<file path="src/logic/io_link_pkg.sv">
// io link definitions
// command codes of the menu controller link, shared buffer geometry
// and the core type byte returned during every command byte

package io_link_pkg;

	// configuration commands
	localparam logic [7:0] cmd_buttons    = 8'h01;
	localparam logic [7:0] cmd_joy0       = 8'h02;
	localparam logic [7:0] cmd_joy1       = 8'h03;
	localparam logic [7:0] cmd_status8    = 8'h15;
	localparam logic [7:0] cmd_mount      = 8'h1c;
	localparam logic [7:0] cmd_img_size   = 8'h1d;
	localparam logic [7:0] cmd_status32   = 8'h1e;

	// ps/2 keyboard bytes
	localparam logic [7:0] cmd_kbd        = 8'h05;

	// sd sector payload into the lower buffer half
	localparam logic [7:0] cmd_sector_wr  = 8'h17;

	// file download
	localparam logic [7:0] cmd_file_tx    = 8'h53;
	localparam logic [7:0] cmd_file_data  = 8'h54;
	localparam logic [7:0] cmd_file_index = 8'h55;

	// 8 bit core, shifted out on spi_do during byte 0
	localparam logic [7:0] core_type      = 8'ha4;

	// byte index within a frame, saturates at all ones
	localparam int byte_idx_w = 10;

	// sector region 0..511, file region 512..1023
	localparam int sector_bytes = 512;

endpackage

</file>
<file path="src/logic/cmd_regs.sv">
`timescale 1ns/1ns
// configuration registers
// decodes buttons, joysticks, status, mount and image size commands
// into the registers and strobes seen by the core

module cmd_regs (
	input  logic                               clk_sys,
	input  logic                               CONF_DATA0,
	input  logic [7:0]                         cmd,
	input  logic                               byte_valid,
	input  logic [7:0]                         byte_data,
	input  logic [io_link_pkg::byte_idx_w-1:0] byte_idx,
	output logic [1:0]                         buttons,
	output logic [1:0]                         switches,
	output logic [7:0]                         joystick_0,
	output logic [7:0]                         joystick_1,
	output logic [31:0]                        status,
	output logic [1:0]                         img_mounted,
	output logic [32-1:0]                      img_size
);
	import io_link_pkg::*;

	logic       first_byte;
	logic       word_byte;
	// byte lane for 32 bit words, byte 1 is the low byte
	logic [1:0] lane;

	assign first_byte = (byte_idx == byte_idx_w'(1));
	assign word_byte  = (byte_idx >= byte_idx_w'(1)) && (byte_idx <= byte_idx_w'(4));
	assign lane       = byte_idx[1:0] - 2'd1;

	always_ff @(posedge clk_sys or posedge CONF_DATA0) begin
		if (CONF_DATA0) begin
			buttons     <= '0;
			switches    <= '0;
			joystick_0  <= '0;
			joystick_1  <= '0;
			status      <= '0;
			img_mounted <= '0;
			img_size    <= '0;
		end else begin
			// mount strobes last one cycle
			img_mounted <= '0;
			if (byte_valid) begin
				case (cmd)
					cmd_buttons: if (first_byte) begin
						buttons  <= byte_data[1:0];
						switches <= byte_data[3:2];
					end
					cmd_joy0: if (first_byte)
						joystick_0 <= byte_data;
					cmd_joy1: if (first_byte)
						joystick_1 <= byte_data;
					// legacy status, low byte only
					cmd_status8: if (first_byte)
						status[7:0] <= byte_data;
					cmd_status32: if (word_byte)
						status[{lane, 3'b000} +: 8] <= byte_data;
					// bit 0 selects the image slot
					cmd_mount: if (first_byte)
						img_mounted[byte_data[0]] <= 1'b1;
					cmd_img_size: if (word_byte)
						img_size[{lane, 3'b000} +: 8] <= byte_data;
					default: ;
				endcase
			end
		end
	end

	// the link never flags the command byte as payload
	a_no_payload_idx0: assert property (
		@(posedge clk_sys) disable iff (CONF_DATA0)
		byte_valid |-> (byte_idx != '0)
	);

endmodule

</file>
<file path="config.mk">
export PLATFORM = sky130hd
export DESIGN_NAME = cmd_regs
export DESIGN_NICKNAME = d
export VERILOG_FILES = /design/src/logic/io_link_pkg.sv /design/src/logic/cmd_regs.sv
export SDC_FILE = /design/constraint.sdc
export NUM_CORES = 1
export LEC_CHECK = 0
export BUFFER_PORTS_ARGS = -buffer_cell sky130_fd_sc_hd__buf_2
export CAP_MARGIN = 20
export CORE_MARGIN = 2
export CORE_UTILIZATION = 55
export CTS_CLUSTER_SIZE = 40
export DETAILED_ROUTE_END_ITERATION = 16
export MAX_ROUTING_LAYER = met4
export PLACE_DENSITY = 0.85
export REMOVE_ABC_BUFFERS = 1
export SYNTH_ARGS = -nofsm -noshare
export SYNTH_HDL_FRONTEND = slang
export SYNTH_SLANG_ARGS = --single-unit
</file>
<file path="constraint.sdc">
create_clock -name clk_sys -period 4.2 [get_ports clk_sys]
set_clock_uncertainty 0.05 [all_clocks]
set_input_delay 0.21 -clock clk_sys [delete_from_list [all_inputs] [get_ports clk_sys]]
set_output_delay 0.21 -clock clk_sys [all_outputs]
set_load 0.005 [all_outputs]
</file>
**After elaboration in Yosys (flattened, before gate mapping)**

Cells that the tools add are included.

- Add/sub/neg operators: 2
- Order comparisons: 4
- Equality and inequality tests: 10
- Shifts and indexed selects: 2
- Mux-type cells: 10
- Reductions and logical operators: 9

Operators with widths:

| operator | count |
|---|---|
| bitwise mux 32 bit | 2 |
| equality test 8 x 5 -> 1 bit, second input constant | 4 |
| variable shift 8 x 7 -> 32 bit, first input constant | 1 |
| indexed part select 8 x 7 -> 32 bit | 1 |
| equality test 8 x 2 -> 1 bit, second input constant | 2 |
| two-way mux 8 bit | 2 |
| case mux 8 bit (2 select lines) | 1 |
| AND reduction 3 bit | 5 |
| equality test 10 x 1 -> 1 bit, second input constant | 1 |
| >= comparator 10 x 1 -> 1 bit, second input constant | 1 |
| <= comparator 10 x 3 -> 1 bit, second input constant | 1 |
| equality test 8 x 1 -> 1 bit, second input constant | 1 |
| negation 5 -> 7 bit | 1 |
| two-way mux 2 bit | 3 |
| inequality test 2 bit, second input constant | 2 |
| AND reduction 4 bit | 1 |
| logical AND 1 bit | 2 |
| < comparator 1 x 2 -> 1 bit, second input constant | 1 |
| nonzero test 2 bit | 1 |
| subtractor 2 x 1 -> 2 bit, second input constant | 1 |
| demux 1 bit (select 1 bit) | 1 |
| >= comparator 1 bit, second input constant | 1 |
| two-way mux 1 bit | 1 |

- Register bits after elaboration: 86
- Bits of input ports: 29
- Output and inout bits: 86
- Word-level logic and storage cells: 45

**Logic depth before layout (Yosys ltp)**

- Depth in word-level cells: 7
- Gate-level depth with buffers: 8
- Depth with buffers taken out: 7

**Least setup slack after synthesis**

OpenSTA, ideal clock, no wires.

- Kind: in2reg
- Start: in byte_idx[6] (netlist name)
- End: reg joystick_0[0]
- Setup time: 0.125 ns
- Arrival: 2.172 ns
- Required time: 4.025 ns
- Setup slack: 1.853 ns
- Stages: 5
- Path buffers: 1
- Cells stage by stage: or4_1 > or4_1 > buf_4 > nor4b_4 > mux2_2

- Cells in the longest elaborated chain, start to end: 2

RTL lines:

| element | line | RTL |
|---|---|---|
| from (decl) | cmd_regs.sv:12 | `input logic [io_link_pkg::byte_idx_w-1:0] byte_idx,` |
| equality test 10 x 1 -> 1 bit | cmd_regs.sv:28 | `assign first_byte = (byte_idx == byte_idx_w'(1));` |
| AND reduction 3 bit (no line) | - |  |
| to (signal assigned) | cmd_regs.sv:51 | `joystick_0 <= byte_data;` |
| to (decl) | cmd_regs.sv:15 | `output logic [7:0] joystick_0,` |

Every way passes these cells.
A chain may end at the register's enable or synchronous reset.

**Worst setup path in the final report**

- Start: in byte_idx[6] (netlist name)
- End: reg joystick_1[7]

- Cells in the longest elaborated chain, start to end: 2

RTL lines:

| element | line | RTL |
|---|---|---|
| equality test 10 x 1 -> 1 bit | cmd_regs.sv:28 |  |
| AND reduction 3 bit (no line) | - |  |
| to (signal assigned) | cmd_regs.sv:53 | `joystick_1 <= byte_data;` |
| to (decl) | cmd_regs.sv:16 | `output logic [7:0] joystick_1,` |

Every way passes these cells.

==> impl_metrics.ini <==
[logic_synthesis]
seq_area_frac_synth = 0.5868
synth-edff-count = 0
async_flop_share = 1.000
syn-cell-area_um2 = 3667
ys.warnings.count = 0
ys_ff_latch = 86
synth_top_flop_cell = dfrtp_1
synthCells = 265
ys_top_cells_by_area = dfrtp_1 (59%), mux2_2 (21%), a22o_1 (3.8%), nor2_1 (2.5%), ha_1 (2.0%)
ys_types = 30
synth_top_area_cell = dfrtp_1
syn_area_per_cell_um2 = 13.84
synth_top_area_share = 0.5868

[setup_path]
arrival_ps = 2570
path_delay_family = simple AND/OR/NAND/NOR gates
start_kind = primary input
crit_start = byte_idx[6]
critPathCaptureType = flip-flop
slowest_delay_ps = 690
reg2reg_slack_ps = 3360
reg2reg_depth = 1
worstPathRequired_ps = 4390
timing.rr.end = joystick_0[7]$_DFFE_PP0P_
worst-path-stages = 5
rr_startpoint = joystick_0[7]$_DFFE_PP0P_
slowest_stage = nor4_4
cp_common_cell = or4_1
worstSetupPathType = primary input to flip-flop
cp_cell_sequence = buf_2 > or4_1 > or4_1 > nor4_4 > mux2_2
crit_fanout = 8
crit_buf_inv = 1

[sta]
fin_tns_setup_ps = 0
worstMarginPinSlew_ps = 646.2
max_slew_margin = 0.5660
fin_crit_ps = 2381
clock.fmax_mhz = 420.0
min_period_over_period = 0.5669
final-max-slew-violation-count = 0
report.final.hold_viol_count = 0
setup_ws_ps = 1819
setup_viol = 0
rsz0062_at_grt = false

[routing]
viasPerCell = 5.619
firstDrtPassIters = 4
route.vias.total = 2624
drtIter0Drc = 149
postRouteAntennaNets = 0
finalWirelength_um = 8462
remaining_drc_errors = 0
wl_per_cell_um = 18.12

[floorplan]
start_util = 0.5743
core_area_um2 = 6386
io_pins = 115
dieArea_um2 = 7337
die_w_um = 85.66
rows = 29
die_y_um = 85.66

[pwr]
p_leak_uw = 0.002575
irDropWorstVdd_mv = 0.2135
power_density_nw_per_um2 = 344.3

[place]
port_buffers = 114
hpwl_um = 6230
gp_congestion = 0.8106
preCtsSetupSlack_ps = 1462

[cells_and_area]
fillers = 447
multi_input_area_um2 = 1470
area_delta_synth_final_pct = 23.98
diodes = 0
drive_gt1_frac = 0.5385
final_common_cell = buf_2
nNetsFinal = 420
seqCellArea_um2 = 2152
layout_common_cells = buf_2 (114), dfrtp_1 (86), mux2_2 (67)

[job]
maxCapViolCount = 0

[worst_hold_path]
hold_end = img_mounted[0]$_DFF_PP0_
hp-start = byte_data[0]
hp-class = primary input to flip-flop
hold_depth = 2

[global_route]
grt_max_degree = 53
antenna_found_initial = 0
grt_pass1_vias = 2468
grt_first_pass_wirelength_um = 13010
grt_usage = 0.2413
grt_overflow = 0

[clock_tree]
cts_tree = done
cts_buffer_depth = 2
insertion_delay_ps = 340
root_buffer = clkbuf_8
htreeDepth = 3
clk_pin_slew_ps = 90
clkSinkCount = 86
postCtsSetupRepairBufs = 0
cts_resized = 0
cts_buffers = 9
postCtsHoldBufs = 1

[run_status]
outcome = complete, no violations
## through the flow
stage | power (µW) | instances | hold WS [ps] | utilization | area, µm²
floorplan | 893.6 | 258 | 231.0 | - | 3637
global placement | 933.0 | 450 | 227.0 | 0.6754 | 4313
detailed placement | 935.9 | 450 | 239.6 | 0.6754 | 4313
CTS | 1573 | 467 | 76.47 | 0.7120 | 4547
global route | 1621 | 467 | 102.1 | 0.7120 | 4547
finish | 1566 | 467 | 97.29 | 0.7120 | 4547
## worst max path at each step
| stage | to |
|---|---|
| 5_1_grt | joystick_1[0]$_DFFE_PP0P_ |
| 4_1_cts | joystick_1[7]$_DFFE_PP0P_ |
| 6_report | joystick_1[7]$_DFFE_PP0P_ |
| 3_3_place_gp | joystick_1[6]$_DFFE_PP0P_ |
| 3_5_place_dp | joystick_1[7]$_DFFE_PP0P_ |
| 2_1_floorplan | buttons[0]$_DFFE_PP0P_ |
## power by group
group	internal [µW]	total, µW	switching [µW]
clock network	353	645	293
logic	28.0	87.1	59.2
registers	831	833	2.30
## sequential cells by signal (all words and copies together) (netlist names)
| signal | cells |
|---|---|
| buttons | 2 |
| switches | 2 |
| joystick_1 | 8 |
| status | 32 |
| img_mounted | 2 |
| img_size | 32 |
| joystick_0 | 8 |
## metal layers
metal | vias to the layer above | GRT usage | part of all wire
li1 | 1198 | - | -
met1 | 1333 | 0.3381 | 0.44
met2 | 84 | 0.3700 | 0.50
met3 | 9 | 0.04524 | 0.051
met4 | 0 | 0.06061 | 0.011
met5 | - | - | 0
## synthesized netlist by cell type, types with 3 or more instances
cell	n
nor2b_1	3
and3_1	3
clkbuf_1	4
or3_1	3
nand2b_1	10
nor2_2	4
or4_1	4
nor2_1	24
ha_1	6
mux2_2	67
dfrtp_1	86
nand2_1	5
a22o_1	16
nand3_1	6
inv_1	4
## final cells by class
class | instances | area share
multi-input cells | 168 | 0.3233
inverters | 4 | 0.003577
clock buffers | 11 | 0.03110
clock inverters | 5 | 0.01816
flip-flops and latches | 86 | 0.4733
well taps | 77 | 0.02119
repair buffers | 116 | 0.1293
## cell families after synthesis
family                   after synthesis  share of synthesized area
flip-flops                            86                     0.5868
adder cells (fa/ha/maj)                6                    0.02047
AND/OR/NAND/NOR                       75                     0.1252
multiplexers                          68                     0.2088
buffers and inverters                 11                    0.01228
AO/OA/AOI/OAI                         19                    0.04640
No activity file was read; power rests on OpenSTA's default activity.
