File: src/logic/io_link_pkg.sv
// io link definitions
// command codes of the menu controller link, shared buffer geometry
// and the core type byte returned during every command byte

package io_link_pkg;

	// configuration commands
	localparam logic [7:0] cmd_buttons    = 8'h01;
	localparam logic [7:0] cmd_joy0       = 8'h02;
	localparam logic [7:0] cmd_joy1       = 8'h03;
	localparam logic [7:0] cmd_status8    = 8'h15;
	localparam logic [7:0] cmd_mount      = 8'h1c;
	localparam logic [7:0] cmd_img_size   = 8'h1d;
	localparam logic [7:0] cmd_status32   = 8'h1e;

	// ps/2 keyboard bytes
	localparam logic [7:0] cmd_kbd        = 8'h05;

	// sd sector payload into the lower buffer half
	localparam logic [7:0] cmd_sector_wr  = 8'h17;

	// file download
	localparam logic [7:0] cmd_file_tx    = 8'h53;
	localparam logic [7:0] cmd_file_data  = 8'h54;
	localparam logic [7:0] cmd_file_index = 8'h55;

	// 8 bit core, shifted out on spi_do during byte 0
	localparam logic [7:0] core_type      = 8'ha4;

	// byte index within a frame, saturates at all ones
	localparam int byte_idx_w = 10;

	// sector region 0..511, file region 512..1023
	localparam int sector_bytes = 512;

endpackage

File: src/logic/sector_loader.sv
`timescale 1ns/1ns
// sd sector writer
// copies sector payload into the lower buffer half and holds sd_ack for the frame

module sector_loader #(
	parameter int BUF_AW = 10
) (
	input  logic              clk_sys,
	input  logic              CONF_DATA0,
	input  logic [7:0]        cmd,
	input  logic              byte_valid,
	input  logic [7:0]        byte_data,
	input  logic              frame_end,
	output logic              sd_ack,
	output logic              sec_wr,
	output logic [BUF_AW-1:0] sec_addr,
	output logic [7:0]        sec_data
);
	import io_link_pkg::*;

	localparam logic [BUF_AW-2:0] last_addr = (BUF_AW - 1)'(sector_bytes - 1);

	logic [BUF_AW-2:0] offset;

	always_ff @(posedge clk_sys or posedge CONF_DATA0) begin
		if (CONF_DATA0) begin
			sd_ack   <= 1'b0;
			sec_wr   <= 1'b0;
			sec_addr <= '0;
			sec_data <= '0;
			offset   <= '0;
		end else begin
			sec_wr <= 1'b0;
			if (frame_end) begin
				sd_ack <= 1'b0;
				offset <= '0;
			end else if (cmd == cmd_sector_wr) begin
				// cmd is valid from the end of byte 0
				sd_ack <= 1'b1;
				if (byte_valid) begin
					sec_wr   <= 1'b1;
					sec_addr <= {1'b0, offset};
					sec_data <= byte_data;
					// stays on the last byte of the sector
					if (offset != last_addr)
						offset <= offset + 1'b1;
				end
			end
		end
	end

endmodule

File: config.mk
export PLATFORM = sky130hd
export DESIGN_NAME = sector_loader
export DESIGN_NICKNAME = d
export VERILOG_FILES = /design/src/logic/io_link_pkg.sv /design/src/logic/sector_loader.sv
export SDC_FILE = /design/constraint.sdc
export NUM_CORES = 1
export LEC_CHECK = 0
export ABC_AREA = 1
export BUFFER_PORTS_ARGS = -buffer_cell sky130_fd_sc_hd__buf_2
export CAP_MARGIN = 20
export CORE_MARGIN = 4
export CORE_UTILIZATION = 51
export DETAILED_ROUTE_END_ITERATION = 6
export GPL_TIMING_DRIVEN = 0
export HOLD_SLACK_MARGIN = 0.1
export PLACE_DENSITY = 0.9
export RECOVER_POWER = 100
export SKIP_LAST_GASP = 1
export SLEW_MARGIN = 20
export SYNTH_ARGS = -nofsm -noshare
export SYNTH_HDL_FRONTEND = slang
export SYNTH_SLANG_ARGS = --single-unit
File: constraint.sdc
create_clock -name clk_sys -period 1.95 [get_ports clk_sys]
set_input_delay 0.39 -clock clk_sys [delete_from_list [all_inputs] [get_ports clk_sys]]
set_output_delay 0.39 -clock clk_sys [all_outputs]
set_load 0.02 [all_outputs]
== Yosys cells after proc, flatten, opt, wreduce, memory -nomap -nowiden ==
Index checks and enable logic that the tools add are counted.
Widths: inputs -> output; s select.

* Logic and storage cells: 23
* Register bits after elaboration: 28

* Bitwise logic cells: 1
* Multiplexer cells: 9
* Reduce and logical (&&, ||, !) cells: 5
* Add/sub/neg operators: 1
* Eq/ne operators: 2

{| class="wikitable"
|+ Operator list
! cell !! number
|-
| $mux 9 || 4
|-
| $add 9x1->9 const B || 1
|-
| $ne 9x9->1 const B || 1
|-
| $eq 8x5->1 const B || 1
|-
| $reduce_and 3->1 || 2
|-
| $reduce_bool 2->1 || 3
|-
| $mux 1 || 5
|-
| $not 1->1 || 1
|}

== Logic depth before layout (Yosys ltp) ==
Gate-level depths: netlist (run 1).

* Depth in word-level cells: 5
* Mapped depth: 11
* Depth with buffers taken out: 11

== Least setup slack after synthesis (run 1) ==
Ideal clock, no wire load.

* Path kind: reg-to-reg
* Start: register offset[0]
* End: register offset[7]
* Path buffers: 1
* Data arrival time: 1.564 ns
* Stages on the path, launching flop included: 12
* Clock period less this slack: 1.682 ns
* Path slack: 0.268 ns
* Cell sequence: dfrtp_1 -> ha_1 -> nand2_1 -> inv_1 -> nand2_1 -> nor2_1 -> ha_1 -> o21ai_4 -> nand2_4 -> buf_6 -> nand2_2 -> o21ai_2

* Cells in the longest elaborated chain, start to end: 5

{| class="wikitable"
|+ RTL lines
! element !! RTL line !! RTL
|-
| start: declaration || sector_loader.sv:23 || <nowiki>logic [BUF_AW-2:0] offset;</nowiki>
|-
| start signal: assignment || sector_loader.sv:46 || <nowiki>offset <= offset + 1'b1;</nowiki>
|-
| $add 9x1->9 || sector_loader.sv:46 ||
|-
| $mux 9 || sector_loader.sv:45 || <nowiki>if (offset != last_addr)</nowiki>
|-
| $mux 9 || sector_loader.sv:40 || <nowiki>if (byte_valid) begin</nowiki>
|-
| $mux 9 || sector_loader.sv:37 || <nowiki>end else if (cmd == cmd_sector_wr) begin</nowiki>
|-
| $mux 9 || sector_loader.sv:34 || <nowiki>if (frame_end) begin</nowiki>
|}

Parallel ways exist; a longest one is shown, timed or not. The select of a mux whose other input is x is not followed.
A chain may end at the register's enable or synchronous reset.

== Worst setup path in the final report (run 1) ==
* Start: register offset[0]
* End: register offset[4]

Same word-level chain as after synthesis.

==> results of run 1 <==
## layer usage
layer	up-vias	global-route usage	wire (µm)
li1	586	-	-
met1	521	0.2068	1263
met2	31	0.2978	1493
met5	-	0	0
met4	0	0.1044	123
met3	13	0.02376	96
## per-stage QoR
step | instance area, µm² | utilization | worst slack (ns) | cells
6_report | 1640 | 0.6445 | 0.1032 | 237
5_1_grt | 1640 | 0.6445 | -0.02014 | 237
4_1_cts | 1673 | 0.6573 | 0.07791 | 234
3_5_place_dp | 1620 | 0.6367 | 0.1125 | 230
3_3_place_gp | 1620 | 0.6367 | 0.1469 | 230
2_1_floorplan | 1393 | - | 0.2679 | 162
## final cells by class
class | count | area (µm²) | area share
multi-input combinational | 112 | 555.5 | 0.3387
sequential | 28 | 700.7 | 0.4272
buffer | 6 | 45.04 | 0.02746
tap | 30 | 37.54 | 0.02288
timing repair buffer | 41 | 188.9 | 0.1152
clock inverter | 1 | 30.03 | 0.01831
clock buffer | 3 | 22.52 | 0.01373
inverter | 16 | 60.06 | 0.03661
## power by group
part / internal [µW] / switching, µW
combinational: 56.6 / 78.8
sequential: 595 / 14.0
clock: 208 / 177
total: 860 / 269
## what timing repair did
| action | CTS | global route |
|---|---|---|
| resized for setup | 0 | 1 |
| setup endpoints to repair | 0 | 8 |
| buffers inserted | 0 | 3 |
## kinds of logic after synthesis
group | share of synthesized area
flops | 0.5031
other cells | 0.002693
fa+ha+maj | 0.01797
simple gates | 0.2857
compound gates | 0.1069
buf+inv | 0.08356
## sequential cells by signal (all words and copies together), names as in the netlist
register	count
offset	9
sec_addr	9
sd_ack	1
sec_data	8
sec_wr	1
## placed cells by master, fill, tap and decap left out, drive strengths merged
cell / instances
conb: 1
o21ai: 17
dfrtp: 28
clkbuf: 24
bufinv: 1
nor3: 1
o211ai: 1
nand4: 1
nand2: 71
nand3: 5
a21oi: 3
inv: 16
ha: 2
nor2: 10
buf: 26
## worst max-delay path by stage
stage | start | to | cells after the start
final | offset[0] | offset[4] | 10
after global routing | offset[1] | offset[4] | 10
after CTS | offset[0] | offset[4] | 10
after detailed placement | offset[0] | offset[7] | 11
after global placement | offset[0] | offset[8] | 11
after floorplan | offset[0] | offset[7] | 11
## worst min-delay path, stage by stage
cell     delay [ns]
buf_2          0.07
nand2_1        0.04
nand2_1        0.04
==> flow_metrics.env, run 1 <==
export IMPL_status="complete, no violations"
export IMPL_r2r_cells=10
export IMPL_worst_hold_slack_ns=0.2320
export IMPL_yosysMostFrequentCell="nand2_1"
export IMPL_cts_hold_buf=0
export IMPL_n_fill_cell=213
export IMPL_finalCriticalPeriod_ns=1.847
export IMPL_fin_crit_sh=0.9471
export IMPL_relSlewSlack=0.3287
export IMPL_htreeDepth=1
export IMPL_hold_path_startpoint="byte_data[3]"
export IMPL_synth_area_leaders="dfrtp_1, nand2_1, o21ai_2"
export IMPL_synthArstFlopShare=1.000
export IMPL_synthCells=162
export IMPL_fin_setup_tns_ns=0
export IMPL_clk_latency_ns=0.34
export IMPL_maxSlewViolCount=0
export IMPL_portBuffers=38
export IMPL_required_ns=2.23
export IMPL_synth_nets=184
export IMPL_crit_family="flip-flops"
export IMPL_endpoint_kind="flip-flop"
export IMPL_synth_area_um2=1393
export IMPL_drc_errors=0
export IMPL_synth_top_cell_area_share=0.5031
export IMPL_holdCritPathClass="in -> reg"
export IMPL_powerDensity_nw_per_um2=688.8
export IMPL_root_buffer="clkbuf_4"
export IMPL_hpwl_um=2131
export IMPL_grt_overflow_total=0
export IMPL_synthFlopType="dfrtp_1"
export IMPL_ys_seq_area_frac=0.5031
export IMPL_worstSetupPathType="reg -> reg"
export IMPL_p_total_uw=1130
export IMPL_synth_seq_cells=28
export IMPL_drv_cap=0
export IMPL_initial_utilization=0.5472
export IMPL_cts_tree="built"
export IMPL_cp_cell_sequence="ha_1 -> nand2_2 -> inv_1 -> nand2_1 -> nor2_1 -> ha_1 -> o21ai_4 -> nand2_4 -> buf_6 -> o21ai_2"
export IMPL_synth_edf_count=0
export IMPL_core_um2=2545
export IMPL_numCtsBuffers=3
export IMPL_ir_drop_mv=0.4433
export IMPL_cp_start_kind="flip-flop"
export IMPL_clockBufferDepth=2
export IMPL_path_buf_inv=2
export IMPL_worstHoldEndpoint="sec_data[3]"
export IMPL_via_per_inst=4.857
export IMPL_holdPathStages=3
export IMPL_drt_iter0_markers=54
export IMPL_timing_rr_end="offset[4]"
export IMPL_clk_pin_slew_ns=0.15
export IMPL_grt_pass1_wl_um=4705
export IMPL_die_h_um=60.26
export IMPL_critPathMaxFanout=10
export IMPL_yosysWarnings=0
export IMPL_cts_sinks=28
export IMPL_grt_pass1_vias=1134
export IMPL_r2r_slack_ns=0.10
export IMPL_drive_gt1_frac=0.2512
export IMPL_firstDrtPassIters=4
export IMPL_critPathArrivalTime_ns=2.13
export IMPL_cpPeakStageDelay_ns=0.44
export IMPL_hold_viol_final=0
export IMPL_cpMostUsedCell="ha_1"
export IMPL_antenna_found_initial=0
export IMPL_dieArea_um2=3631
export IMPL_ios=40
export IMPL_totalWireLength_um=2976
export IMPL_syn_area_per_cell_um2=8.596
export IMPL_fmax_mhz=541.5
export IMPL_slowest_stage="dfrtp_1"
export IMPL_vias=1151
export IMPL_skew_ns=0.005783
export IMPL_areaGrowthSynthToFinish_pct=17.79
export IMPL_worstMarginPinSlew_ns=1.006
export IMPL_diodes=0
export IMPL_place_gp_congestion=0.7901
export IMPL_setup_viol=0
export IMPL_nets=230
export IMPL_avgRoutedWirePerCell_um=12.56
export IMPL_row_count=18
export IMPL_p_leak_uw=0.0008683
export IMPL_reg2reg_from="offset[0]"
export IMPL_grt_use_total=0.1748
export IMPL_synth_top_area_cell="dfrtp_1"
export IMPL_die_w_um=60.26
export IMPL_yosys_top_cells_count="nand2_1, dfrtp_1, inv_1"
export IMPL_grt_max_degree=29
export IMPL_synth_cell_types=21
export IMPL_final_antenna_net_count=0
Note: power is estimated with default switching activity, not from simulation.
==> inputs of run 2 (changes only) <==
CORE_UTILIZATION = 30   (was 51)
MAX_ROUTING_LAYER = met4   (was unset)
PLACE_DENSITY = 0.62   (was 0.9)
==> flow_metrics.env, run 2 (synthesized netlist as in run 1, its figures left out) <==
export IMPL_maxSlewViolCount=0
export IMPL_die_h_um=76.13
export IMPL_hold_viol_final=0
export IMPL_grt_pass1_wl_um=5078
export IMPL_worst_hold_slack_ns=0.2996
export IMPL_grt_max_degree=29
export IMPL_layout_common_cells="nand2_1, dfrtp_1, clkbuf_1, buf_2, inv_1"
export IMPL_final_antenna_net_count=0
export IMPL_avgRoutedWirePerCell_um=11.42
export IMPL_ir_drop_mv=0.2310
export IMPL_regArea_um2=701.9
export IMPL_diodes=0
export IMPL_place_gp_congestion=0.7718
export IMPL_final_util=0.3849
export IMPL_cts_sinks=28
export IMPL_initial_utilization=0.3155
export IMPL_numCtsBuffers=3
export IMPL_nets=232
export IMPL_die_w_um=76.13
export IMPL_drive_gt1_frac=0.2584
export IMPL_drc_errors=0
export IMPL_fin_crit_sh=0.9221
export IMPL_holdCritPathClass="in -> reg"
export IMPL_vias=1174
export IMPL_skew_ns=0.003602
export IMPL_instances_no_fill=261
export IMPL_drt_iter0_markers=49
export IMPL_n_fill_cell=464
export IMPL_totalWireLength_um=2980
export IMPL_worstMarginPinSlew_ns=1.065
export IMPL_dieArea_um2=5796
export IMPL_multi_input_area_um2=555.5
export IMPL_finalCriticalPeriod_ns=1.798
export IMPL_via_per_inst=4.498
export IMPL_clockBufferDepth=2
export IMPL_fmax_mhz=556.1
export IMPL_status="complete, no violations"
export IMPL_clk_latency_ns=0.27
export IMPL_htreeDepth=1
export IMPL_setup_viol=0
export IMPL_portBuffers=38
export IMPL_grt_pass1_vias=1181
export IMPL_cts_tree="built"
export IMPL_p_leak_uw=0.0008796
export IMPL_place_inst=252
export IMPL_grt_overflow_total=0
export IMPL_firstDrtPassIters=4
export IMPL_required_ns=2.13
export IMPL_relSlewSlack=0.2889
export IMPL_final_common_cell="nand2_1"
export IMPL_endpoint_kind="flip-flop"
export IMPL_top_regs="offset: 9 flops, sec_addr: 9 flops, sec_data: 8 flops"
export IMPL_ios=40
export IMPL_critPathMaxFanout=10
export IMPL_fin_setup_tns_ns=0
export IMPL_cts_hold_buf=0
export IMPL_powerDensity_nw_per_um2=706.7
export IMPL_core_um2=4414
export IMPL_areaGrowthSynthToFinish_pct=22.01
export IMPL_cp_start_kind="flip-flop"
export IMPL_row_count=24
export IMPL_worstSetupPathType="reg -> reg"
export IMPL_critPathArrivalTime_ns=1.98
export IMPL_hpwl_um=2140
export IMPL_grt_use_total=0.1057
export IMPL_antenna_found_initial=0
export IMPL_root_buffer="clkbuf_8"
export IMPL_grt_setup_unrepaired="no"
export IMPL_drv_cap=0
export IMPL_r2r_slack_ns=0.15
export IMPL_clk_pin_slew_ns=0.10
[run 2: cell count changes in the layout (fill, tap and decap cells not counted)]
cell      previous run  this run
clkbuf_4             3         1
dfrtp_2              0         1
dfrtp_1             28        27
clkbuf_8             0         3
clkbuf_1            21        22
[run 2: critical path, cell delays in order, from the launching register on]
cell and delay [ns]:
dfrtp_1 0.42, ha_1 0.24, nand2_2 0.10, inv_1 0.06
nand2_1 0.08, nor2_1 0.05, ha_1 0.21, o21ai_4 0.17
nand2_4 0.10, buf_6 0.17, nand2_2 0.06, o21ai_2 0.05
[run 2: stage by stage]
stage	worst slack (ns)	power (µW)	instance area [µm²]
2_1_floorplan	0.2679	699.1	1393
3_3_place_gp	0.1081	738.1	1648
3_5_place_dp	0.1033	741.0	1648
4_1_cts	0.06925	1202	1719
5_1_grt	0.005866	1249	1699
6_report	0.1518	1201	1699
[run 2: layout make-up]
type,instances,share of cell area
sequential,28,0.4131
multi-input combinational,112,0.3270
timing repair buffer,43,0.1178
tap,52,0.03829
inverter,16,0.03535
buffer,6,0.02651
clock buffer,3,0.02430
clock inverter,1,0.01767
[run 2: metal layers]
| metal | track usage | part of all wire | up-vias |
|---|---|---|---|
| met5 | - | 0 | - |
| met4 | 0.03497 | 0.014 | 0 |
| met3 | 0.02482 | 0.041 | 5 |
| met2 | 0.1841 | 0.49 | 18 |
| met1 | 0.1187 | 0.45 | 559 |
| li1 | - | - | 592 |
[run 2: final timing paths]
path                                   start          end  cells past startpoint
worst min-delay path            byte_data[2]  sec_data[2]                      3
min in group asynchronous         CONF_DATA0  sec_data[2]                      2
max in group asynchronous         CONF_DATA0    offset[1]                      2
worst min register to register   sec_addr[8]  sec_addr[8]                      2
worst max-delay path               offset[0]    offset[7]                     11
worst max register to register     offset[0]    offset[7]                     11
[run 2: repair_timing]
item	4_1_cts	5_1_grt
endpoints found under the setup margin	0	9
endpoints found under the hold margin	0	0
gates resized for setup	0	2
buffers inserted	0	5
[run 2: report_power, final]
part	total [µW]	switching (µW)	internal, µW	leakage, µW
Clock	459	184	275	0.0000357
Sequential	609	13.5	596	0.000387
Combinational	133	76.8	56.0	0.000457
