`src/logic/io_link_pkg.sv`:
```
// io link definitions
// command codes of the menu controller link, shared buffer geometry
// and the core type byte returned during every command byte

package io_link_pkg;

	// configuration commands
	localparam logic [7:0] cmd_buttons    = 8'h01;
	localparam logic [7:0] cmd_joy0       = 8'h02;
	localparam logic [7:0] cmd_joy1       = 8'h03;
	localparam logic [7:0] cmd_status8    = 8'h15;
	localparam logic [7:0] cmd_mount      = 8'h1c;
	localparam logic [7:0] cmd_img_size   = 8'h1d;
	localparam logic [7:0] cmd_status32   = 8'h1e;

	// ps/2 keyboard bytes
	localparam logic [7:0] cmd_kbd        = 8'h05;

	// sd sector payload into the lower buffer half
	localparam logic [7:0] cmd_sector_wr  = 8'h17;

	// file download
	localparam logic [7:0] cmd_file_tx    = 8'h53;
	localparam logic [7:0] cmd_file_data  = 8'h54;
	localparam logic [7:0] cmd_file_index = 8'h55;

	// 8 bit core, shifted out on spi_do during byte 0
	localparam logic [7:0] core_type      = 8'ha4;

	// byte index within a frame, saturates at all ones
	localparam int byte_idx_w = 10;

	// sector region 0..511, file region 512..1023
	localparam int sector_bytes = 512;

endpackage

```
`src/logic/file_loader.sv`:
```
`timescale 1ns/1ns
// file download
// start and end of a download, menu file index and write pulses
// into the upper half of the shared buffer

module file_loader #(
	parameter int BUF_AW = 10
) (
	input  logic              clk_sys,
	input  logic              CONF_DATA0,
	input  logic [7:0]        cmd,
	input  logic              byte_valid,
	input  logic [7:0]        byte_data,
	output logic              ioctl_download,
	output logic [7:0]        ioctl_index,
	output logic              file_wr,
	output logic [BUF_AW-1:0] file_addr,
	output logic [7:0]        file_data
);
	import io_link_pkg::*;

	// offset within the file region, wraps
	logic [BUF_AW-2:0] offset;

	always_ff @(posedge clk_sys or posedge CONF_DATA0) begin
		if (CONF_DATA0) begin
			ioctl_download <= 1'b0;
			ioctl_index    <= '0;
			file_wr        <= 1'b0;
			file_addr      <= '0;
			file_data      <= '0;
			offset         <= '0;
		end else begin
			file_wr <= 1'b0;
			if (byte_valid) begin
				case (cmd)
					// nonzero starts, zero ends
					cmd_file_tx: begin
						ioctl_download <= (byte_data != 8'h00);
						if (byte_data != 8'h00)
							offset <= '0;
					end
					cmd_file_data: if (ioctl_download) begin
						file_wr   <= 1'b1;
						file_addr <= {1'b1, offset};
						file_data <= byte_data;
						offset    <= offset + 1'b1;
					end
					cmd_file_index:
						ioctl_index <= byte_data;
					default: ;
				endcase
			end
		end
	end

endmodule

```
`config.mk`:
```
export PLATFORM = sky130hd
export DESIGN_NAME = file_loader
export DESIGN_NICKNAME = d
export VERILOG_FILES = /design/src/logic/io_link_pkg.sv /design/src/logic/file_loader.sv
export SDC_FILE = /design/constraint.sdc
export NUM_CORES = 1
export LEC_CHECK = 0
export ABC_AREA = 1
export BUFFER_PORTS_ARGS = -buffer_cell sky130_fd_sc_hd__buf_4
export CORE_AREA = 2 2 75 95
export DETAILED_ROUTE_END_ITERATION = 10
export DIE_AREA = 0 0 77 97
export GPL_TIMING_DRIVEN = 0
export RECOVER_POWER = 100
export SYNTH_ARGS = -nofsm -noshare
export SYNTH_HDL_FRONTEND = slang
export SYNTH_SLANG_ARGS = --single-unit
```
`constraint.sdc`:
```
create_clock -name clk_sys -period 2.5 [get_ports clk_sys]
set_input_delay 0.5 -clock clk_sys [delete_from_list [all_inputs] [get_ports clk_sys]]
set_output_delay 0.5 -clock clk_sys [all_outputs]
set_load 0.03 [all_outputs]
```
---- After elaboration in Yosys (flattened, before gate mapping) ----
Index checks and enable logic that the tools add are counted.
word-level totals
  register bits after elaboration ......... 37
  input bits .............................. 19
  output and inout bits ................... 28
  logic and storage cells ................. 24
cells by class
  $add $sub $neg .......................... 1
  equality and inequality tests ........... 5
  mux-type cells .......................... 6
  reductions and logical operators ........ 6
operator list
  kind                                                 number
  equality test 8 x 7 -> 1 bit, second input constant  3
  2-to-1 mux 9 bit                                     2
  case mux 9 bit (2 select lines)                      1
  adder 9 x 1 -> 9 bit, second input constant          1
  nonzero test 8 bit                                   1
  != test 2 bit, second input constant                 2
  AND reduction 2 bit                                  2
  AND reduction 4 bit                                  1
  2-to-1 mux 1 bit                                     3
  AND reduction 3 bit                                  1
  nonzero test 2 bit                                   1

---- Depth between registers and ports, before layout ----
Gate-level depths: netlist of the first run.
  word-level depth ........................ 3
  depth in mapped cells ................... 9

---- Least setup slack after synthesis of the first run ----
Ideal clock, no wire load.
  path type ............................... input to register
  from .................................... input cmd[5]
  to ...................................... register file_data[2]
  library setup time ...................... 119 ps
  data arrival time ....................... 1267 ps
  data required time ...................... 2381 ps
  slack ................................... 1114 ps
  cell stages on the path ................. 7
  buffers on the path ..................... 1
  cell sequence ........................... nor2_1 -> nand2_2 -> nor2_8 -> nand3_4 -> buf_6 -> nand2_2 -> o21ai_2
on the way
  longest elaborated chain between the ends .. 2
RTL lines
  what                           line               source
  start: declaration             file_loader.sv:11  input logic [7:0] cmd,
  equality test 8 x 7 -> 1 bit   file_loader.sv:36  case (cmd)
  AND reduction 3 bit (no line)  n/a
  end signal: assignment         file_loader.sv:46  file_data <= byte_data;
  end: declaration               file_loader.sv:18  output logic [7:0] file_data
No other way between the ends.
A chain may end at the register's enable or synchronous reset.

---- Worst setup path in the final report of the first run ----
  from .................................... input cmd[7]
  to ...................................... register file_data[7]
The elaborated chain is that of the path after synthesis.

==> results by group, run 1 <==
CTS
  – # H-tree levels: 2
  – Total clock sinks: 37
  – TritonCTS Buffers: 5
  – Worst-Skew Late Latency: 0.28 ns
  – CTS Buffer Depth: 2
  – Clock-pin slew on the worst setup and hold paths: 0.07 ns
  – Clock Tree Root: clkbuf_8
  – Postcts setup bufs: 0
  – Post-CTS Resized: 0
  – # hold bufs at CTS: 0
  – CTS tree: done

GRT
  – Largest net degree at the start of global routing: 38
  – Total grt overflow: 0
  – Initial antenna violation count: 0
  – Global Route Usage Sum: 0.121
  – First-pass GRT wire length: ~7300 um
  – Vias in the first global route: ~1,600

Placed design
  – Dpl ws: 0.761 ns
  – Routability congestion estimate: ~0.76
  – Hpwl dp: 3140 um
  – IO Port Bufs: 46

Timing
  – Period minus WS final: 1.79 ns
  – Setup TNS: 0 ns
  – Fin worst setup slack: a little over 0.7 ns
  – Clock Skew: around 0.0057 ns
  – Endpoints failing setup: 0
  – Unrepaired setup endpoints after global routing: false
  – Least-Margin Pin Slew: between 1 and 1.5 ns
  – Relative slew margins: 0.0751
  – Crit share post-route: 0.716
  – Fin. max-slew vios: 0
  – Highest clock rate: approximately 0.56 GHz
  – Hold Fails Final Rpt: 0

Route
  – Wire per inst: 11.3 um
  – Antenna viol nets, final: 0
  – DRT iter0 DRCs: 69
  – Overall routed net length: 4150 um
  – Drt first pass iters: 4
  – DRC errors left: 0
  – Vias per cell: approximately 4.2
  – Detailed-route via count: roughly 1,500

Pwr
  – Pleak: ~0.0011 uW
  – Pwr Density: between 500 and 600 nW/um^2
  – Worst vdd ir: roughly 0.00015 V

Worst setup path
  – Req. time, crit path: 2.67 ns
  – Startpoint Class: input port
  – Setup crit end kind: flop
  – Worst setup path category: in -> reg
  – CP Max Fanout: 10
  – Critical path arrival: 1.96 ns

Finish
  – Synthesis-to-finish area growth: 17.1%
  – Register area: 926 sq um
  – Layout cell share with drive strength beyond 1: 0.215
  – Antenna fix cells: 0
  – FILL cells: roughly 770
  – Nets: slightly below 300
  – Multi-input gate area: between 700 and 800 sq um

Floorplan
  – Die area: between 7000 and 8000 sq um
  – Die Wd: approximately 77 um
  – Initial Utilization: 0.294
  – Die span in y: 97 um
  – Num rows: 33
  – Core Box Area: between 6000 and 7000 sq um
  – Ports: 47

Synthesis
  – Seq cells post-synth: 37
  – Synth unique cells: 25
  – Register area share after synthesis: 0.482
  – Synthesized cell area: between 1500 and 2000 sq um
  – Synth Area per Inst: 8.54 sq um
  – Syn nets: around 250
  – Gate Count Post-Synth: 225
  – Warnings, synthesis: 0

Run
  – # Max-Cap Violations: 0

Hold path
  – Hold WC Path Type: reg -> reg

Status
  – Status: finished clean
-- worst max-delay path, stage by stage --
cell and delay (ns):
clkbuf_4 0.11, nor2_1 0.10, nand2_2 0.08, nor2_1 0.42
nand3_1 0.36, buf_6 0.26, nand2_1 0.07, o21ai_2 0.05
-- final cells by class --
type / instances / share of cell area
sequential: 37 / 0.412
multi-input combinational: 154 / 0.331
timing repair buffer: 46 / 0.105
inverter: 29 / 0.0484
tap: 87 / 0.0484
clock buffer: 6 / 0.0323
buffer: 5 / 0.0189
clock inverter: 2 / 0.00445
-- state kept, by name, indices dropped and copies added, names as in the netlist --
signal          count
file_addr          10
ioctl_download      1
file_wr             1
offset              9
file_data           8
ioctl_index         8
-- cell usage after synthesis, drive strengths merged --
cell type | instances | area, sq um
inv | 29 | 109
o22ai | 1 | 6.26
a21oi | 1 | 5.00
dfrtp | 37 | 926
or2 | 1 | 6.26
nor3 | 3 | 20.0
nand3 | 13 | 82.6
xnor2 | 1 | 8.76
nor2 | 24 | 116
nand4 | 2 | 12.5
ha | 1 | 12.5
nand2 | 84 | 368
buf | 5 | 50.0
o21ai | 23 | 198
-- report_power, final --
group / leakage [uW] / switching [uW] / internal [uW] / total (uW)
Clock: 0.0000450 / 205 / 193 / 398
Sequential: 0.000509 / 11.2 / 615 / 626
Combinational: 0.000568 / 85.7 / 40.0 / 126
Total: 0.00112 / 302 / 848 / 1150
-- stage by stage --
stage	hold WS, ns	instances	area, sq um	total power [uW]	util
2_1_floorplan	0.442	225	1920	723	-
3_3_place_gp	0.455	358	2370	787	0.364
3_5_place_dp	0.460	358	2370	789	0.364
4_1_cts	0.391	366	2460	1190	0.377
5_1_grt	0.479	366	2250	1210	0.345
6_report	0.479	366	2250	1150	0.345
-- path summary, 6_finish.rpt --
path / startpoint / endpoint / slack [ns] / cells after the start
worst max-delay path: cmd[7] / file_data[7] / 0.71 / 8
worst min-delay path: offset[8] / offset[8] / 0.48 / 2
worst max register to register: offset[1] / offset[6] / 1.17 / 8
worst min register to register: offset[8] / offset[8] / 0.48 / 2
max in group asynchronous: CONF_DATA0 / offset[1] / 1.06 / 2
min in group asynchronous: CONF_DATA0 / file_wr / 0.62 / 2
-- placed cells by master, fill, tap and decap left out, types with 3 or more instances in the layout --
| master | instances |
|---|---|
| buf_4 | 14 |
| buf_6 | 3 |
| clkbuf_1 | 31 |
| clkbuf_4 | 3 |
| clkbuf_8 | 5 |
| dfrtp_1 | 37 |
| inv_1 | 21 |
| inv_2 | 8 |
| nand2_1 | 79 |
| nand2_2 | 4 |
| nand3_1 | 13 |
| nor2_1 | 22 |
| o21ai_0 | 7 |
| o21ai_2 | 16 |
-- kinds of logic after synthesis --
logic type               Yosys count  synth area share
AND/OR/NAND/NOR                  127             0.315
flip-flops                        37             0.482
buffers and inverters             34            0.0827
AO/OA/AOI/OAI                     25             0.109
XOR/XNOR                           1           0.00456
adder cells (fa/ha/maj)            1           0.00651
-- layer usage --
metal	GRT usage	up-vias	share of wire
met3	0.0261	7	0.030
met2	0.213	28	0.52
met4	0.0536	0	0.020
li1	-	804	-
met1	0.140	706	0.43
met5	0	-	0
Power figures use the tool's default switching activity.
==> run 2: changes to the inputs <==
Clock period 2.5 ns to 1.5 ns, I/O delays scaled along.
==> results by group, run 2 (synthesized netlist as in run 1, its figures left out) <==
Floorplan
  – Core Box Area: 6520 sq um (unchanged)
  – Initial Utilization: 0.294 (unchanged)
  – Die area: 7470 sq um (unchanged)
  – Die Wd: 77 um (unchanged)
  – Ports: 47 (unchanged)
  – Num rows: 33 (unchanged)
  – Die span in y: 97 um (unchanged)

Finish
  – Utilization after layout: 0.348 (+0.00326)
  – Nets: 298 (unchanged)
  – Most common cell after layout, fill and taps aside: nand2_1
  – Regs by FF count: file_addr x10, offset x9
  – Final Non-Filler Cells: 366 (unchanged)
  – FILL cells: 764 (-0.39%)
  – Most frequent cells in the layout: nand2_1 (76), dfrtp_1 (37), clkbuf_1 (28)
  – Layout cell share with drive strength beyond 1: 0.251 (+0.0358)
  – Max reg flops: 10 (unchanged)
  – Synthesis-to-finish area growth: 18.2%
  – Antenna fix cells: 0 (unchanged)
  – Register with the most flip-flops: file_addr

Route
  – Overall routed net length: 4150 um (about the same)
  – Wire per inst: 11.3 um (about the same)
  – Vias per cell: 4.24 (+0.45%)
  – Met1 wire length: 1840 um (+2.3%)
  – Met2 WL: 2110 um (-1.4%)
  – Max Used Layer: met4
  – Drt first pass iters: 4 (unchanged)
  – DRC errors left: 0 (unchanged)
  – Antenna viol nets, final: 0 (unchanged)
  – Detailed-route via count: 1,552 (+0.45%)
  – DRT iter0 DRCs: 88 (+28%)
  – Met3 wire len: 113 um (-10%)

Timing
  – Relative slew margins: 0.487 (+0.412)
  – Unrepaired setup endpoints after global routing: false
  – Hold Fails Final Rpt: 0 (unchanged)
  – Period minus WS final: roughly 1.3 ns
  – Highest clock rate: roughly 0.76 GHz
  – Least-Margin Pin Slew: 0.769 ns (-0.617 ns)
  – Fin. max-slew vios: 0 (unchanged)
  – Clock Skew: 0.00518 ns (-0.000552 ns)
  – Crit share post-route: 0.874
  – Endpoints failing setup: 0 (unchanged)
  – Worst hold margin: 0.151 ns (-0.328 ns)

Pwr
  – Psw: 508 uW (+68%)
  – Pleak: 0.00115 uW (+2.4%)
  – P_int: 1420 uW (+67%)
  – Sw Share: 0.264 (+0.00130)
  – Sequential Power Share: 0.542 (-0.002)
  – Clk pwr share: 0.346 (about the same)
  – Comb pwr share: 0.112 (+0.003)
  – Worst vdd ir: 0.000252 V (+70%)
  – Pwr Density: 847 nW/um^2 (+66%)

GRT
  – Total grt overflow: 0 (unchanged)
  – Vias in the first global route: 1,559 (unchanged)
  – Largest net degree at the start of global routing: 38 (unchanged)
  – Initial antenna violation count: 0 (unchanged)
  – First-pass GRT wire length: 7250 um (unchanged)
  – Global Route Usage Sum: 0.121 (unchanged)

Placed design
  – Hpwl dp: 3140 um (unchanged)
  – DP Cell Count: 358 (unchanged)
  – IO Port Bufs: 46 (unchanged)
  – Routability congestion estimate: 0.764 (unchanged)

CTS
  – CTS tree: done
  – Worst-Skew Late Latency: 0.28 ns (about the same)
  – # H-tree levels: 2 (unchanged)
  – TritonCTS Buffers: 5 (unchanged)
  – Clock Tree Root: clkbuf_8
  – Total clock sinks: 37 (unchanged)
  – CTS Buffer Depth: 2 (unchanged)
  – Clock-pin slew on the worst setup and hold paths: 0.07 ns (about the same)

Worst setup path
  – Startpoint Class: input port
  – Setup crit end kind: flop
  – Critical path arrival: 1.49 ns (-0.47 ns)
  – Worst R2R Setup Slack: 0.20 ns (-0.97 ns)
  – Req. time, crit path: 1.68 ns (-0.99 ns)
  – CP Max Fanout: 9 (-1)
  – Worst setup path category: in -> reg

Status
  – Status: finished clean

Run
  – # Max-Cap Violations: 0 (unchanged)

Hold path
  – Hold WC Path Type: in -> async
## run 2: cell types whose count changed in the layout (fill, tap and decap cells not counted), moves of 2 or more
cell,delta
clkbuf_2,+2
buf_2,+3
buf_6,-3
o21ai_0,-2
clkbuf_1,-3
nand2_1,-3
nand2_2,+3
o21ai_2,+2
buf_4,+2
## run 2: layout make-up
| class | instances | area, sq um | area share |
|---|---|---|---|
| buffer | 5 | 25.0 | 0.0110 |
| clock buffer | 6 | 72.6 | 0.0320 |
| clock inverter | 2 | 10.0 | 0.00441 |
| inverter | 29 | 109 | 0.0479 |
| multi-input combinational | 154 | 778 | 0.343 |
| sequential | 37 | 926 | 0.408 |
| tap | 87 | 109 | 0.0479 |
| timing repair buffer | 46 | 241 | 0.106 |
## run 2: per-layer routing
layer / vias up / global-route usage
li1: 807 / -
met1: 714 / 0.140
met2: 24 / 0.213
met3: 7 / 0.0261
met4: 0 / 0.0536
met5: - / 0
## run 2: per-stage QoR
stage / setup WS, ns / TNS (ns) / power [uW] / instance area, sq um
final: 0.188 / 0 / 1920 / 2270
after global placement: -0.198 / -7.37 / 1310 / 2370
after detailed placement: -0.0386 / -0.181 / 1320 / 2370
after floorplan: 0.257 / 0 / 1210 / 1920
after global routing: 0.0104 / 0 / 2020 / 2270
after CTS: 0.168 / 0 / 1990 / 2460
## run 2: path summary, 6_finish.rpt
path                           endpoint      startpoint  depth (start not counted)
max in group asynchronous     offset[1]      CONF_DATA0                          2
min in group clk_sys       file_data[1]    byte_data[1]                          3
max                           offset[4]          cmd[5]                          9
max reg2reg                   offset[4]  ioctl_download                          7
min reg2reg                   offset[8]       offset[8]                          2
min                             file_wr      CONF_DATA0                          2
## run 2: what timing repair did
action | 4_1_cts | 5_1_grt
endpoints found under the hold margin | 0 | 0
setup endpoints to repair | 0 | 1
resized for setup | 0 | 1
setup buffers | 0 | 0
hold buffers | 0 | 0
## run 2: power groups by stage
stage	clock network, uW	logic, uW	registers [uW]
6_report	665	215	1040
3_3_place_gp	0	246	1060
5_1_grt	738	239	1050
3_5_place_dp	0	249	1070
4_1_cts	692	250	1050
2_1_floorplan	0	92.9	1110
## run 2: critical path: stages
cell and delay [ns]:
buf_4 0.11, nor2_1 0.09, nand2_1 0.16, nor2_1 0.14, nand2_1 0.09, nand2_2 0.16
nand2_1 0.25, nand2_1 0.14, nand2_1 0.06
